File: src/rtl/exu_pkg.sv
package exu_pkg;

  localparam int XLEN   = 32;
  localparam int REG_AW = 5;
  localparam int CFG_AW = 2;

  // perf register map
  localparam logic [CFG_AW-1:0] CFG_ADDR_BRANCH  = 2'd0;
  localparam logic [CFG_AW-1:0] CFG_ADDR_MISPRED = 2'd1;
  localparam logic [CFG_AW-1:0] CFG_ADDR_CLEAR   = 2'd2; // write-to-clear

  typedef enum logic [3:0] {
    EXC_NONE,
    EXC_OPREG,
    EXC_OPIMM,
    EXC_LOAD,
    EXC_STORE,
    EXC_BRANCH,
    EXC_JAL,
    EXC_JALR,
    EXC_AUIPC,
    EXC_LUI
  } exc_op_e;

  // branch codes drive the comparator, ALU output is the sum then
  typedef enum logic [3:0] {
    ALU_ADD, ALU_SUB, ALU_AND, ALU_OR,
    ALU_XOR, ALU_SLL, ALU_SRL, ALU_SRA,
    ALU_SLT, ALU_SLTU, ALU_BEQ, ALU_BNE,
    ALU_BLT, ALU_BGE, ALU_BLTU, ALU_BGEU
  } alu_op_e;

  typedef enum logic [1:0] {
    JT_NONE   = 2'b00,
    JT_JAL    = 2'b01,
    JT_JALR   = 2'b10,
    JT_BRANCH = 2'b11
  } jump_type_e;

  typedef struct packed {
    logic [XLEN-1:0]   pc;
    logic [XLEN-1:0]   rs1_data;
    logic [XLEN-1:0]   rs2_data;
    logic [XLEN-1:0]   imm;
    logic [REG_AW-1:0] rd;
    exc_op_e           exc_op;
    alu_op_e           alu_op;
    logic              pdt_taken;  // predicted direction
    logic [XLEN-1:0]   pdt_target; // predicted target
  } uop_t;

  typedef struct packed {
    logic [XLEN-1:0]   pc;
    logic [XLEN-1:0]   alu_data;
    logic [REG_AW-1:0] rd;
    logic              is_branch;
    logic              taken;
    logic              mispredict;
    logic [XLEN-1:0]   redirect_pc;
    jump_type_e        jump_type;
  } res_t;

endpackage

File: src/rtl/exu_res_if.sv
`timescale 1ns/1ps

// result link from core to output queue, credit based
interface exu_res_if;
  import exu_pkg::*;

  logic valid;
  res_t res;
  logic credit; // one pulse per freed queue slot

  modport core (
    output valid,
    output res,
    input  credit
  );

  modport queue (
    input  valid,
    input  res,
    output credit
  );

endinterface

File: src/rtl/exu_credit_fifo.sv
`timescale 1ns/1ps

module exu_credit_fifo #(
  parameter int  DEPTH       = 4,
  parameter int  OUT_CREDITS = 1,
  parameter type PAYLOAD_T   = logic
) (
  input  logic     clk_i,
  input  logic     arst_n_i,
  input  logic     push_valid_i,
  input  PAYLOAD_T push_data_i,
  output logic     push_credit_o,
  output logic     pop_valid_o,
  output PAYLOAD_T pop_data_o,
  input  logic     pop_credit_i
);
  localparam int PW = (DEPTH > 1) ? $clog2(DEPTH) : 1;
  localparam int CW = $clog2(DEPTH + 1);
  localparam int KW = $clog2(OUT_CREDITS + 1);

  PAYLOAD_T      mem_q [DEPTH];
  logic [PW-1:0] wr_ptr_q;
  logic [PW-1:0] rd_ptr_q;
  logic [CW-1:0] count_q;
  logic [KW-1:0] cred_q; // consumer credits held
  logic          pop;

  // head goes out only with a consumer slot to land in
  assign pop           = (count_q != '0) && (cred_q != '0);
  assign pop_valid_o   = pop;
  assign pop_data_o    = mem_q[rd_ptr_q];
  assign push_credit_o = pop; // slot freed, hand credit back upstream

  always_ff @(posedge clk_i) begin
    if (push_valid_i) begin
      mem_q[wr_ptr_q] <= push_data_i;
    end
  end

  always_ff @(posedge clk_i or negedge arst_n_i) begin
    if (!arst_n_i) begin
      wr_ptr_q <= '0;
      rd_ptr_q <= '0;
      count_q  <= '0;
      cred_q   <= KW'(OUT_CREDITS);
    end else begin
      if (push_valid_i) begin
        wr_ptr_q <= (wr_ptr_q == PW'(DEPTH - 1)) ? '0 : wr_ptr_q + 1'b1;
      end
      if (pop) begin
        rd_ptr_q <= (rd_ptr_q == PW'(DEPTH - 1)) ? '0 : rd_ptr_q + 1'b1;
      end

      case ({push_valid_i, pop})
        2'b10:   count_q <= count_q + 1'b1;
        2'b01:   count_q <= count_q - 1'b1;
        default: count_q <= count_q; // both or neither
      endcase

      case ({pop, pop_credit_i})
        2'b10:   cred_q <= cred_q - 1'b1;
        2'b01:   cred_q <= cred_q + 1'b1;
        default: cred_q <= cred_q;
      endcase
    end
  end

endmodule

File: src/rtl/exu_alu.sv
`timescale 1ns/1ps

module exu_alu (
  input  logic [exu_pkg::XLEN-1:0] a_i,
  input  logic [exu_pkg::XLEN-1:0] b_i,
  input  exu_pkg::alu_op_e         op_i,
  output logic [exu_pkg::XLEN-1:0] out_o,
  output logic                     cmp_o
);
  import exu_pkg::*;

  logic [XLEN-1:0] sum;
  logic [4:0]      shamt;
  logic            lt_s;
  logic            lt_u;

  assign sum   = a_i + b_i;
  assign shamt = b_i[4:0];
  assign lt_s  = $signed(a_i) < $signed(b_i);
  assign lt_u  = a_i < b_i;

  always_comb begin
    out_o = sum; // branch codes fall through to the sum
    case (op_i)
      ALU_SUB:  out_o = a_i - b_i;
      ALU_AND:  out_o = a_i & b_i;
      ALU_OR:   out_o = a_i | b_i;
      ALU_XOR:  out_o = a_i ^ b_i;
      ALU_SLL:  out_o = a_i << shamt;
      ALU_SRL:  out_o = a_i >> shamt;
      ALU_SRA:  out_o = XLEN'($signed(a_i) >>> shamt);
      ALU_SLT:  out_o = {{(XLEN-1){1'b0}}, lt_s};
      ALU_SLTU: out_o = {{(XLEN-1){1'b0}}, lt_u};
      default:  out_o = sum;
    endcase
  end

  // branch condition
  always_comb begin
    case (op_i)
      ALU_BEQ:  cmp_o = (a_i == b_i);
      ALU_BNE:  cmp_o = (a_i != b_i);
      ALU_BLT:  cmp_o = lt_s;
      ALU_BGE:  cmp_o = !lt_s;
      ALU_BLTU: cmp_o = lt_u;
      ALU_BGEU: cmp_o = !lt_u;
      default:  cmp_o = 1'b0;
    endcase
  end

endmodule

File: src/rtl/exu_branch_unit.sv
`timescale 1ns/1ps

module exu_branch_unit (
  input  exu_pkg::uop_t            uop_i,
  input  logic                     cmp_i,
  output logic                     is_branch_o,
  output logic                     taken_o,
  output logic                     mispredict_o,
  output logic [exu_pkg::XLEN-1:0] redirect_pc_o,
  output exu_pkg::jump_type_e      jump_type_o
);
  import exu_pkg::*;

  logic            is_br;
  logic            is_jal;
  logic            is_jalr;
  logic [XLEN-1:0] pc_imm;
  logic [XLEN-1:0] rs1_imm;
  logic [XLEN-1:0] target;
  logic            target_hit;

  assign is_br   = (uop_i.exc_op == EXC_BRANCH);
  assign is_jal  = (uop_i.exc_op == EXC_JAL);
  assign is_jalr = (uop_i.exc_op == EXC_JALR);

  assign pc_imm  = uop_i.pc + uop_i.imm;
  assign rs1_imm = uop_i.rs1_data + uop_i.imm;
  assign target  = is_jalr ? {rs1_imm[XLEN-1:1], 1'b0} : pc_imm;

  assign is_branch_o = is_br | is_jal | is_jalr;
  assign taken_o     = (is_br & cmp_i) | is_jal | is_jalr;

  // right direction can still carry a stale target
  assign target_hit   = (target == uop_i.pdt_target);
  assign mispredict_o = (taken_o != uop_i.pdt_taken) ||
                        (taken_o && uop_i.pdt_taken && !target_hit);

  // predicted taken but fell through, back to the next sequential pc
  assign redirect_pc_o = (uop_i.pdt_taken && !taken_o) ? uop_i.pc + XLEN'(4) : target;

  always_comb begin
    if (is_jal) begin
      jump_type_o = JT_JAL;
    end else if (is_jalr) begin
      jump_type_o = JT_JALR;
    end else if (is_br) begin
      jump_type_o = JT_BRANCH;
    end else begin
      jump_type_o = JT_NONE;
    end
  end

endmodule

File: src/rtl/exu_core.sv
`timescale 1ns/1ps

module exu_core #(
  parameter int OUT_DEPTH = 4
) (
  input  logic          clk_i,
  input  logic          arst_n_i,
  input  logic          in_valid_i,
  input  exu_pkg::uop_t in_uop_i,
  output logic          in_credit_o,
  exu_res_if.core       res_o,
  output logic          branch_done_o,
  output logic          mispredict_o
);
  import exu_pkg::*;

  localparam int KW = $clog2(OUT_DEPTH + 1);

  logic [XLEN-1:0] op_a;
  logic [XLEN-1:0] op_b;
  logic [XLEN-1:0] upper_imm;
  logic [XLEN-1:0] alu_out;
  logic            cmp;
  logic            is_branch;
  logic            taken;
  logic            mispredict;
  logic [XLEN-1:0] redirect_pc;
  jump_type_e      jump_type;
  res_t            res_q;   // single result slot
  logic            full_q;
  logic [KW-1:0]   cred_q;  // free output queue slots
  logic            fire;

  assign upper_imm = {in_uop_i.imm[XLEN-1:12], 12'b0};

  // operand select by execute class
  always_comb begin
    op_a = '0;
    op_b = '0;
    case (in_uop_i.exc_op)
      EXC_OPREG, EXC_BRANCH: begin
        op_a = in_uop_i.rs1_data;
        op_b = in_uop_i.rs2_data;
      end
      EXC_OPIMM, EXC_LOAD, EXC_STORE: begin
        op_a = in_uop_i.rs1_data;
        op_b = in_uop_i.imm;
      end
      EXC_JAL, EXC_JALR: begin
        op_a = in_uop_i.pc; // link value
        op_b = XLEN'(4);
      end
      EXC_AUIPC: begin
        op_a = in_uop_i.pc;
        op_b = upper_imm;
      end
      EXC_LUI: op_b = upper_imm; // zero plus upper imm
      default: begin
        op_a = '0;
        op_b = '0;
      end
    endcase
  end

  exu_alu i_alu (
    .a_i   (op_a),
    .b_i   (op_b),
    .op_i  (in_uop_i.alu_op),
    .out_o (alu_out),
    .cmp_o (cmp)
  );

  exu_branch_unit i_branch_unit (
    .uop_i         (in_uop_i),
    .cmp_i         (cmp),
    .is_branch_o   (is_branch),
    .taken_o       (taken),
    .mispredict_o  (mispredict),
    .redirect_pc_o (redirect_pc),
    .jump_type_o   (jump_type)
  );

  always_ff @(posedge clk_i) begin
    if (in_valid_i) begin
      res_q.pc          <= in_uop_i.pc;
      res_q.alu_data    <= alu_out;
      res_q.rd          <= in_uop_i.rd;
      res_q.is_branch   <= is_branch;
      res_q.taken       <= taken;
      res_q.mispredict  <= mispredict;
      res_q.redirect_pc <= redirect_pc;
      res_q.jump_type   <= jump_type;
    end
  end

  // hand off only with an output slot free, else hold
  assign fire        = full_q && (cred_q != '0);
  assign res_o.valid = fire;
  assign res_o.res   = res_q;
  assign in_credit_o = fire; // slot is free again

  assign branch_done_o = fire && res_q.is_branch;
  assign mispredict_o  = fire && res_q.mispredict;

  always_ff @(posedge clk_i or negedge arst_n_i) begin
    if (!arst_n_i) begin
      full_q <= 1'b0;
      cred_q <= KW'(OUT_DEPTH);
    end else begin
      if (in_valid_i) begin
        full_q <= 1'b1;
      end else if (fire) begin
        full_q <= 1'b0;
      end

      case ({fire, res_o.credit})
        2'b10:   cred_q <= cred_q - 1'b1;
        2'b01:   cred_q <= cred_q + 1'b1;
        default: cred_q <= cred_q;
      endcase
    end
  end

endmodule

File: src/rtl/exu_perf_regs.sv
`timescale 1ns/1ps

module exu_perf_regs (
  input  logic                       clk_i,
  input  logic                       arst_n_i,
  input  logic                       branch_done_i,
  input  logic                       mispredict_i,
  input  logic [exu_pkg::CFG_AW-1:0] cfg_addr_i,
  input  logic                       cfg_we_i,
  output logic [exu_pkg::XLEN-1:0]   cfg_rdata_o
);
  import exu_pkg::*;

  logic [XLEN-1:0] branch_cnt_q;
  logic [XLEN-1:0] mispred_cnt_q;
  logic            clear;

  assign clear = cfg_we_i && (cfg_addr_i == CFG_ADDR_CLEAR);

  // counters stick at all ones
  always_ff @(posedge clk_i or negedge arst_n_i) begin
    if (!arst_n_i) begin
      branch_cnt_q  <= '0;
      mispred_cnt_q <= '0;
    end else if (clear) begin
      branch_cnt_q  <= '0;
      mispred_cnt_q <= '0;
    end else begin
      if (branch_done_i && (branch_cnt_q != '1)) begin
        branch_cnt_q <= branch_cnt_q + 1'b1;
      end
      if (mispredict_i && (mispred_cnt_q != '1)) begin
        mispred_cnt_q <= mispred_cnt_q + 1'b1;
      end
    end
  end

  always_comb begin
    case (cfg_addr_i)
      CFG_ADDR_BRANCH:  cfg_rdata_o = branch_cnt_q;
      CFG_ADDR_MISPRED: cfg_rdata_o = mispred_cnt_q;
      default:          cfg_rdata_o = '0; // clear reg reads zero
    endcase
  end

endmodule

File: src/rtl/exu_top.sv
`timescale 1ns/1ps

module exu_top #(
  parameter int IN_DEPTH    = 4,
  parameter int OUT_DEPTH   = 4,
  parameter int OUT_CREDITS = 2
) (
  input  logic                         clk_i,
  input  logic                         arst_n_i,
  // micro-op in
  input  logic                         uop_valid_i,
  input  logic [exu_pkg::XLEN-1:0]     pc_i,
  input  logic [exu_pkg::XLEN-1:0]     rs1_data_i,
  input  logic [exu_pkg::XLEN-1:0]     rs2_data_i,
  input  logic [exu_pkg::XLEN-1:0]     imm_i,
  input  logic [exu_pkg::REG_AW-1:0]   rd_i,
  input  exu_pkg::exc_op_e             exc_op_i,
  input  exu_pkg::alu_op_e             alu_op_i,
  input  logic                         pdt_taken_i,
  input  logic [exu_pkg::XLEN-1:0]     pdt_target_i,
  output logic                         uop_credit_o,
  // result out
  output logic                         result_valid_o,
  output logic [exu_pkg::XLEN-1:0]     pc_o,
  output logic [exu_pkg::XLEN-1:0]     alu_data_o,
  output logic [exu_pkg::REG_AW-1:0]   rd_o,
  output logic                         is_branch_o,
  output logic                         taken_o,
  output logic                         mispredict_o,
  output logic [exu_pkg::XLEN-1:0]     redirect_pc_o,
  output exu_pkg::jump_type_e          jump_type_o,
  input  logic                         result_credit_i,
  // perf register port
  input  logic [exu_pkg::CFG_AW-1:0]   cfg_addr_i,
  input  logic                         cfg_we_i,
  output logic [exu_pkg::XLEN-1:0]     cfg_rdata_o
);
  import exu_pkg::*;

  uop_t in_uop;
  uop_t core_uop;
  logic core_valid;
  logic core_credit;
  res_t out_res;
  logic branch_done;
  logic branch_mispred;

  exu_res_if res_link ();

  assign in_uop.pc         = pc_i;
  assign in_uop.rs1_data   = rs1_data_i;
  assign in_uop.rs2_data   = rs2_data_i;
  assign in_uop.imm        = imm_i;
  assign in_uop.rd         = rd_i;
  assign in_uop.exc_op     = exc_op_i;
  assign in_uop.alu_op     = alu_op_i;
  assign in_uop.pdt_taken  = pdt_taken_i;
  assign in_uop.pdt_target = pdt_target_i;

  // core holds one item, so one consumer credit
  exu_credit_fifo #(
    .DEPTH       (IN_DEPTH),
    .OUT_CREDITS (1),
    .PAYLOAD_T   (uop_t)
  ) i_in_fifo (
    .clk_i         (clk_i),
    .arst_n_i      (arst_n_i),
    .push_valid_i  (uop_valid_i),
    .push_data_i   (in_uop),
    .push_credit_o (uop_credit_o),
    .pop_valid_o   (core_valid),
    .pop_data_o    (core_uop),
    .pop_credit_i  (core_credit)
  );

  exu_core #(
    .OUT_DEPTH (OUT_DEPTH)
  ) i_core (
    .clk_i         (clk_i),
    .arst_n_i      (arst_n_i),
    .in_valid_i    (core_valid),
    .in_uop_i      (core_uop),
    .in_credit_o   (core_credit),
    .res_o         (res_link.core),
    .branch_done_o (branch_done),
    .mispredict_o  (branch_mispred)
  );

  exu_perf_regs i_perf_regs (
    .clk_i         (clk_i),
    .arst_n_i      (arst_n_i),
    .branch_done_i (branch_done),
    .mispredict_i  (branch_mispred),
    .cfg_addr_i    (cfg_addr_i),
    .cfg_we_i      (cfg_we_i),
    .cfg_rdata_o   (cfg_rdata_o)
  );

  exu_credit_fifo #(
    .DEPTH       (OUT_DEPTH),
    .OUT_CREDITS (OUT_CREDITS),
    .PAYLOAD_T   (res_t)
  ) i_out_fifo (
    .clk_i         (clk_i),
    .arst_n_i      (arst_n_i),
    .push_valid_i  (res_link.valid),
    .push_data_i   (res_link.res),
    .push_credit_o (res_link.credit),
    .pop_valid_o   (result_valid_o),
    .pop_data_o    (out_res),
    .pop_credit_i  (result_credit_i)
  );

  assign pc_o          = out_res.pc;
  assign alu_data_o    = out_res.alu_data;
  assign rd_o          = out_res.rd;
  assign is_branch_o   = out_res.is_branch;
  assign taken_o       = out_res.taken;
  assign mispredict_o  = out_res.mispredict;
  assign redirect_pc_o = out_res.redirect_pc;
  assign jump_type_o   = out_res.jump_type;

endmodule

File: config.mk
export PLATFORM = sky130hd
export DESIGN_NAME = exu_top
export DESIGN_NICKNAME = d
export VERILOG_FILES = /design/src/rtl/exu_pkg.sv /design/src/rtl/exu_res_if.sv /design/src/rtl/exu_credit_fifo.sv /design/src/rtl/exu_alu.sv /design/src/rtl/exu_branch_unit.sv /design/src/rtl/exu_core.sv /design/src/rtl/exu_perf_regs.sv /design/src/rtl/exu_top.sv
export SDC_FILE = /design/constraint.sdc
export NUM_CORES = 2
export LEC_CHECK = 0
export BUFFER_PORTS_ARGS = -buffer_cell sky130_fd_sc_hd__buf_2
export CAP_MARGIN = 10
export CORE_ASPECT_RATIO = 0.75
export CORE_UTILIZATION = 50
export CTS_CLUSTER_SIZE = 28
export DETAILED_ROUTE_END_ITERATION = 6
export GPL_ROUTABILITY_DRIVEN = 1
export PLACE_DENSITY_LB_ADDON = 0.05
export REMOVE_ABC_BUFFERS = 1
export SETUP_SLACK_MARGIN = 0.15
export SYNTH_ARGS = -nofsm -noshare
export SYNTH_HDL_FRONTEND = slang
export SYNTH_HIERARCHICAL = 1
export SYNTH_SLANG_ARGS = --single-unit
File: constraint.sdc
create_clock -name clk_i -period 6.97 [get_ports clk_i]
set_input_delay 0.3485 -clock clk_i [delete_from_list [all_inputs] [get_ports clk_i]]
set_output_delay 0.3485 -clock clk_i [all_outputs]
set_load 0.01 [all_outputs]
; ---- Word level (Yosys, flattened, before mapping)
; Memory sizes are Yosys's and may differ from the RTL's.
; Index checks and enable logic that the tools add are counted.
[word_totals]
register_bits = 191
mem_bits_rw = 1120
memories = 2
out_inout_bits = 140
elab_cells = 162
input_bits = 181
[mem_list]
columns = name, words, word_bits, read_ports, rd_clocked_by_memory_dff, write_ports, line
row1 = i_in_fifo.mem_q, 4, 174, 1, 0, 1, exu_credit_fifo.sv:21  ; PAYLOAD_T mem_q [DEPTH];
row2 = i_out_fifo.mem_q, 4, 106, 1, 0, 1, exu_credit_fifo.sv:21
[classes]
n_eq_ne = 44
muxes = 28
magnitude_cmp = 2
n_reduce_logical = 34
bitwise = 8
addsub = 21
shift = 3
[ops]
columns = cell, n
row1 = $pmux W32 S9, 1
row2 = $mux W32, 6
row3 = $pmux W32 S2, 2
row4 = $pmux W32 S4, 1
row5 = $add A32 B32 Y32, 3
row6 = $add A32 B1 Y32 const B, 2
row7 = $eq A32 B32 Y1, 2
row8 = $lt A32 B32 Y1, 2
row9 = $ne A32 B32 Y1 const B, 2
row10 = $eq A4 B4 Y1 const B, 10
row11 = $add A32 B3 Y32 const B, 1
row12 = $and A32 B32 Y32, 1
row13 = $eq A4 B3 Y1 const B, 8
row14 = $ne A32 B32 Y1, 1
row15 = $or A32 B32 Y32, 1
row16 = $shl A32 B5 Y32, 1
row17 = $shr A32 B5 Y32, 1
row18 = $sshr A32 B5 Y32, 1
row19 = $sub A32 B32 Y32, 1
row20 = $xor A32 B32 Y32, 1
row21 = $eq A2 B2 Y1 const B, 9
row22 = $pmux W3 S2, 3
row23 = $eq A4 B2 Y1 const B, 4
row24 = $reduce_bool A2 Y1, 8
row25 = other kinds (24), 68

; ---- Logic depth before layout (Yosys ltp)
; An unclocked memory read counts as a cell.
[depth]
depth_word = 13
mapped_depth = 34
depth_no_buf = 27

; ---- Modules after synthesis
; The synthesis kept the hierarchy.
[modules_own_cells]
columns = mod, seq_area_each_um2, area_per_inst_um2, instances, cells_each
row1 = exu_credit_fifo (i_in_fifo), 21101.5, 25587.0, 1, 952
row2 = exu_credit_fifo (i_out_fifo), 12958.7, 15776.4, 1, 597
row3 = exu_alu, 0.0, 8802.2, 1, 1243
row4 = exu_branch_unit, 0.0, 6213.5, 1, 940
row5 = exu_core, 3284.4, 4844.6, 1, 315
row6 = exu_perf_regs, 1601.5, 4185.3, 1, 466

; ---- Worst setup path before layout
; OpenSTA, ideal clock, no wires.
[synth_path]
path_kind = reg-to-reg
startpoint = register i_in_fifo.rd_ptr_q[0]
endpoint = register i_core.res_q, in the netlist i_core/res_o.res[34] (data pin)
stages_incl_launch_ff = 34
period_less_slack_ns = 7.219
slack_ns = -0.249
arrival_ns = 6.954
path_buffers = 9
cell_sequence = dfrtp_1 -> buf_6 -> buf_6 -> buf_6 -> mux4_2 -> nor2b_1 -> buf_2 -> a221oi_1 -> a211oi_1 -> clkbuf_1 -> inv_1 -> clkbuf_1 -> clkbuf_1 -> clkbuf_1 -> ha_1 -> buf_4 -> a221oi_1 -> o311ai_1 -> o211ai_2 -> a31oi_1 -> o21ai_2 -> a211o_1 -> mux2i_1 -> o2111ai_1 -> a21oi_1 -> or2_2 -> ha_1 -> o21ai_0 -> a21oi_1 -> nand4b_1 -> nor4_1 -> nand4_1 -> a2111oi_2 -> a21oi_1
[synth_rtl]
columns = element, line
row1 = from (decl), exu_credit_fifo.sv:23  ; logic [PW-1:0] rd_ptr_q;
row2 = from (signal assigned), exu_credit_fifo.sv:51  ; rd_ptr_q <= (rd_ptr_q == PW'(DEPTH - 1)) ? '0 : rd_ptr_q + 1'b1;
row3 = to (decl), exu_core.sv:29  ; res_t res_q;

==> qor.yml <==
run_status:
  status: "finished clean"
yosys:
  synth_mux_area_share_pct: 13.7
  ys_seq_area_share_pct: 59.5
  synthCells: 4513
  synth_area_um2: 65400
  synth-simple-area-share_pct: 8.05
  synth_most_common_cell: "edfxtp_1"
  ys_warn_count: 6
  yosys-top-cells-area: "edfxtp_1, mux4_2, ha_1"
  synth-edff-count: 1226
  avgSynthCellArea_um2: 14.5
  ys.flop_type: "edfxtp_1"
  synth_top_family_by_area: "multiplexers"
  synth-seq-cells: 1311
  synth_top_area_share_pct: 56.3
  async_flop_share_pct: 6.48
  ys_types: 127
  synth-compound-area-share_pct: 10.0
  netlist_top_cells_count: "edfxtp_1, nor2_1, mux4_2, a21oi_1, nand2_1"
  synth-adder-area-share_pct: 3.60
  synth_xor_area_share_pct: 1.96
  synth_top_area_cell: "edfxtp_1"
floorplan:
  fp.coreArea_um2: 129000
  die_x_um: 420
  io_pins: 321
  die_area_um2: 132000
  die-height_um: 315
  initial_core_util_pct: 50.6
  rows: 114
drt:
  dr.pass1.iters: 6
  totalWireLength_um: 200000
  ant_nets: 0
  initialDrtViolationCount: 5436
  post-route-drc-count: 0
  vias: 44600
  detail_route.wl_per_cell_um: 28.0
  drt-vias-per-instance: 6.23
timing:
  hold_viol: 0
  finalSetupViolations: 0
  rsz0062_at_grt: "true"
  final_max_slew_viol_count: 0
  min_period_over_period_pct: 96.9
  min_period_ns: 6.75
  fin_skew_ns: 0.0337
  worstMarginPinSlew_ns: 1.08
  fmax_mhz: 148
  slew_headroom_pct: 27.9
placement:
  io_buffers: 320
  dp_cells: 6710
  hpwlAfterDp_um: 146000
  routabilityCongestion: 1.01
  dpl_cell_area_um2: 71200
hold_path:
  hp-class: "in -> async"
final_layout:
  final_nets: 5671
  final_cell_area_um2: 77800
  drive_gt1_share_pct: 26.6
  fin_cells: 7152
  areaGrowthSynthToFinish_pct: 18.9
  final_util_pct: 60.1
  nFillCells: 10100
grt:
  track_usage_pct: 30.0
  grt_overflow: 0
  grt_max_degree: 114
  antenna_found_initial: 16
  first_global_vias: 42000
  grt_pass1_wl_um: 289000
clock_tree:
  numCtsBuffers: 133
  cts_tree: "built"
  cts_max_level: 4
  clock_sinks: 1311
  clk_path_buf_depth: 3
  clk_latency_ns: 0.80
  cts-root-buf: "clkbuf_16"
  clkTransAtPathRegs_ns: 0.06
worst_setup_path:
  regToRegStartpoint: "i_in_fifo/rd_ptr_q[0]"
  rr_endpoint: "i_core/res_o.res[34]"
  critPathCaptureType: "flop"
  cp.arrival_ns: 7.27
  critPathKind: "reg -> reg"
  ff2ff_path_depth: 30
  cpPeakStageDelay_ns: 0.53
  regToRegSetupSlack_ns: 0.22
  worstPathRequired_ns: 7.49
  worstPathMaxFanout: 9
  setup.worst_path.start_class: "flop"
  crit_top_cell: "buf_4"
  crit_path_top_delay_cell: "a211oi_1"
power:
  p_leak_nw: 27.6
  report.power.total_mw: 24.3
  p_per_area_nw_per_um2: 313
  ir_drop_mv: 0.296
job:
  max_cap_violations: 0
-- where the power goes --
part	internal [mW]	switching, mW	leakage (nW)	total [mW]
Clock	4.04	3.01	2.08	7.05
Combinational	2.87	4.85	13.3	7.73
Sequential	9.41	0.142	12.3	9.55
-- timing repair --
item,in CTS,in global routing
pin swaps,17,6
gates resized for setup,34,7
endpoints found under the setup margin,22,2
gates cloned,2,1
buffers inserted,20,0
endpoints found under the hold margin,716,0
hold buffers,178,0
-- layout by cell type, fill, tap and decap left out, drive strengths merged, types with 133 or more instances in the layout --
| cell type | netlist | layout |
|---|---|---|
| nand2 | 215 | 215 |
| nor2 | 353 | 353 |
| dlygate4sd3 | 0 | 177 |
| clkbuf | 130 | 174 |
| mux4 | 329 | 329 |
| a21oi | 223 | 223 |
| o21ai | 165 | 165 |
| inv | 138 | 147 |
| ha | 177 | 177 |
| mux2i | 133 | 133 |
| edfxtp | 1226 | 1226 |
| buf | 150 | 758 |
-- registers in the layout, indices dropped and copies added (netlist names), 3 cells and up --
name                       cells
i_core/cred_q                  3
i_core/res_o.res             106
i_in_fifo/count_q              3
i_in_fifo/mem_q              696
i_out_fifo/count_q             3
i_out_fifo/mem_q             424
i_perf_regs/branch_cnt_q      32
i_perf_regs/mispred_cnt_q     32
-- worst max-delay path by stage --
stage                               start                   end  slack (ns)  cells after the start
floorplan           i_in_fifo/rd_ptr_q[0]   i_core/res_o.res[5]      -14.47                     20
global placement    i_in_fifo/rd_ptr_q[0]  i_core/res_o.res[34]       -0.30                     27
detailed placement  i_in_fifo/rd_ptr_q[0]  i_core/res_o.res[34]       -0.56                     28
CTS                 i_in_fifo/rd_ptr_q[0]  i_core/res_o.res[34]        0.18                     29
global route        i_in_fifo/rd_ptr_q[0]  i_core/res_o.res[34]       -0.03                     32
finish              i_in_fifo/rd_ptr_q[0]  i_core/res_o.res[34]        0.22                     30
-- per-stage QoR --
step	hold slack [ns]	setup TNS, ns	worst slack (ns)
2_1_floorplan	0.0529	-894.81	-14.47
3_3_place_gp	0.272	-0.499	-0.305
3_5_place_dp	0.276	-0.925	-0.556
4_1_cts	0.00791	0	0.179
5_1_grt	0.0607	-0.0265	-0.0265
6_report	0.0678	0	0.217
-- layout make-up --
| type | instances | area [um2] | area share (%) |
|---|---|---|---|
| flip-flops and latches | 1311 | 39000 | 50.1 |
| multi-input cells | 2782 | 24700 | 31.7 |
| clock inverters | 62 | 648 | 0.833 |
| inverters | 140 | 531 | 0.682 |
| diodes | 6 | 15.0 | 0.0193 |
| well taps | 1740 | 2180 | 2.80 |
| clock buffers | 173 | 3630 | 4.67 |
| repair buffers | 938 | 7130 | 9.17 |
-- worst max-delay path: cells and delay by family (launching register included) --
family                   cells  cell delay [ns]
buffers and inverters        8             1.38
AO/OA/AOI/OAI               12             2.59
AND/OR/NAND/NOR              7             1.05
adder cells (fa/ha/maj)      2             0.52
multiplexers                 1             0.40
flip-flops                   1             0.52
-- cell families (layout without fill, tap and decap cells) --
kind of cell,after synthesis,count (layout)
AOI/OAI and AO/OA,923,923
xor gates and xnor gates,142,142
adders and majority gates,184,184
buffers and inverters,420,1313
DFF,1311,1311
muxes,481,481
other,0,6
and+or+nand+nor,1052,1052
-- metal layers --
metal	GRT usage [%]	vias up	routed length, um	part of all wire, %
met5	0	-	69	0.035
met4	6.14	10	3240	1.6
met3	5.85	220	16800	8.4
met2	41.7	1923	84700	42
met1	48.6	22900	95200	48
li1	-	19600	-	-
Power figures use the tool's default switching activity.
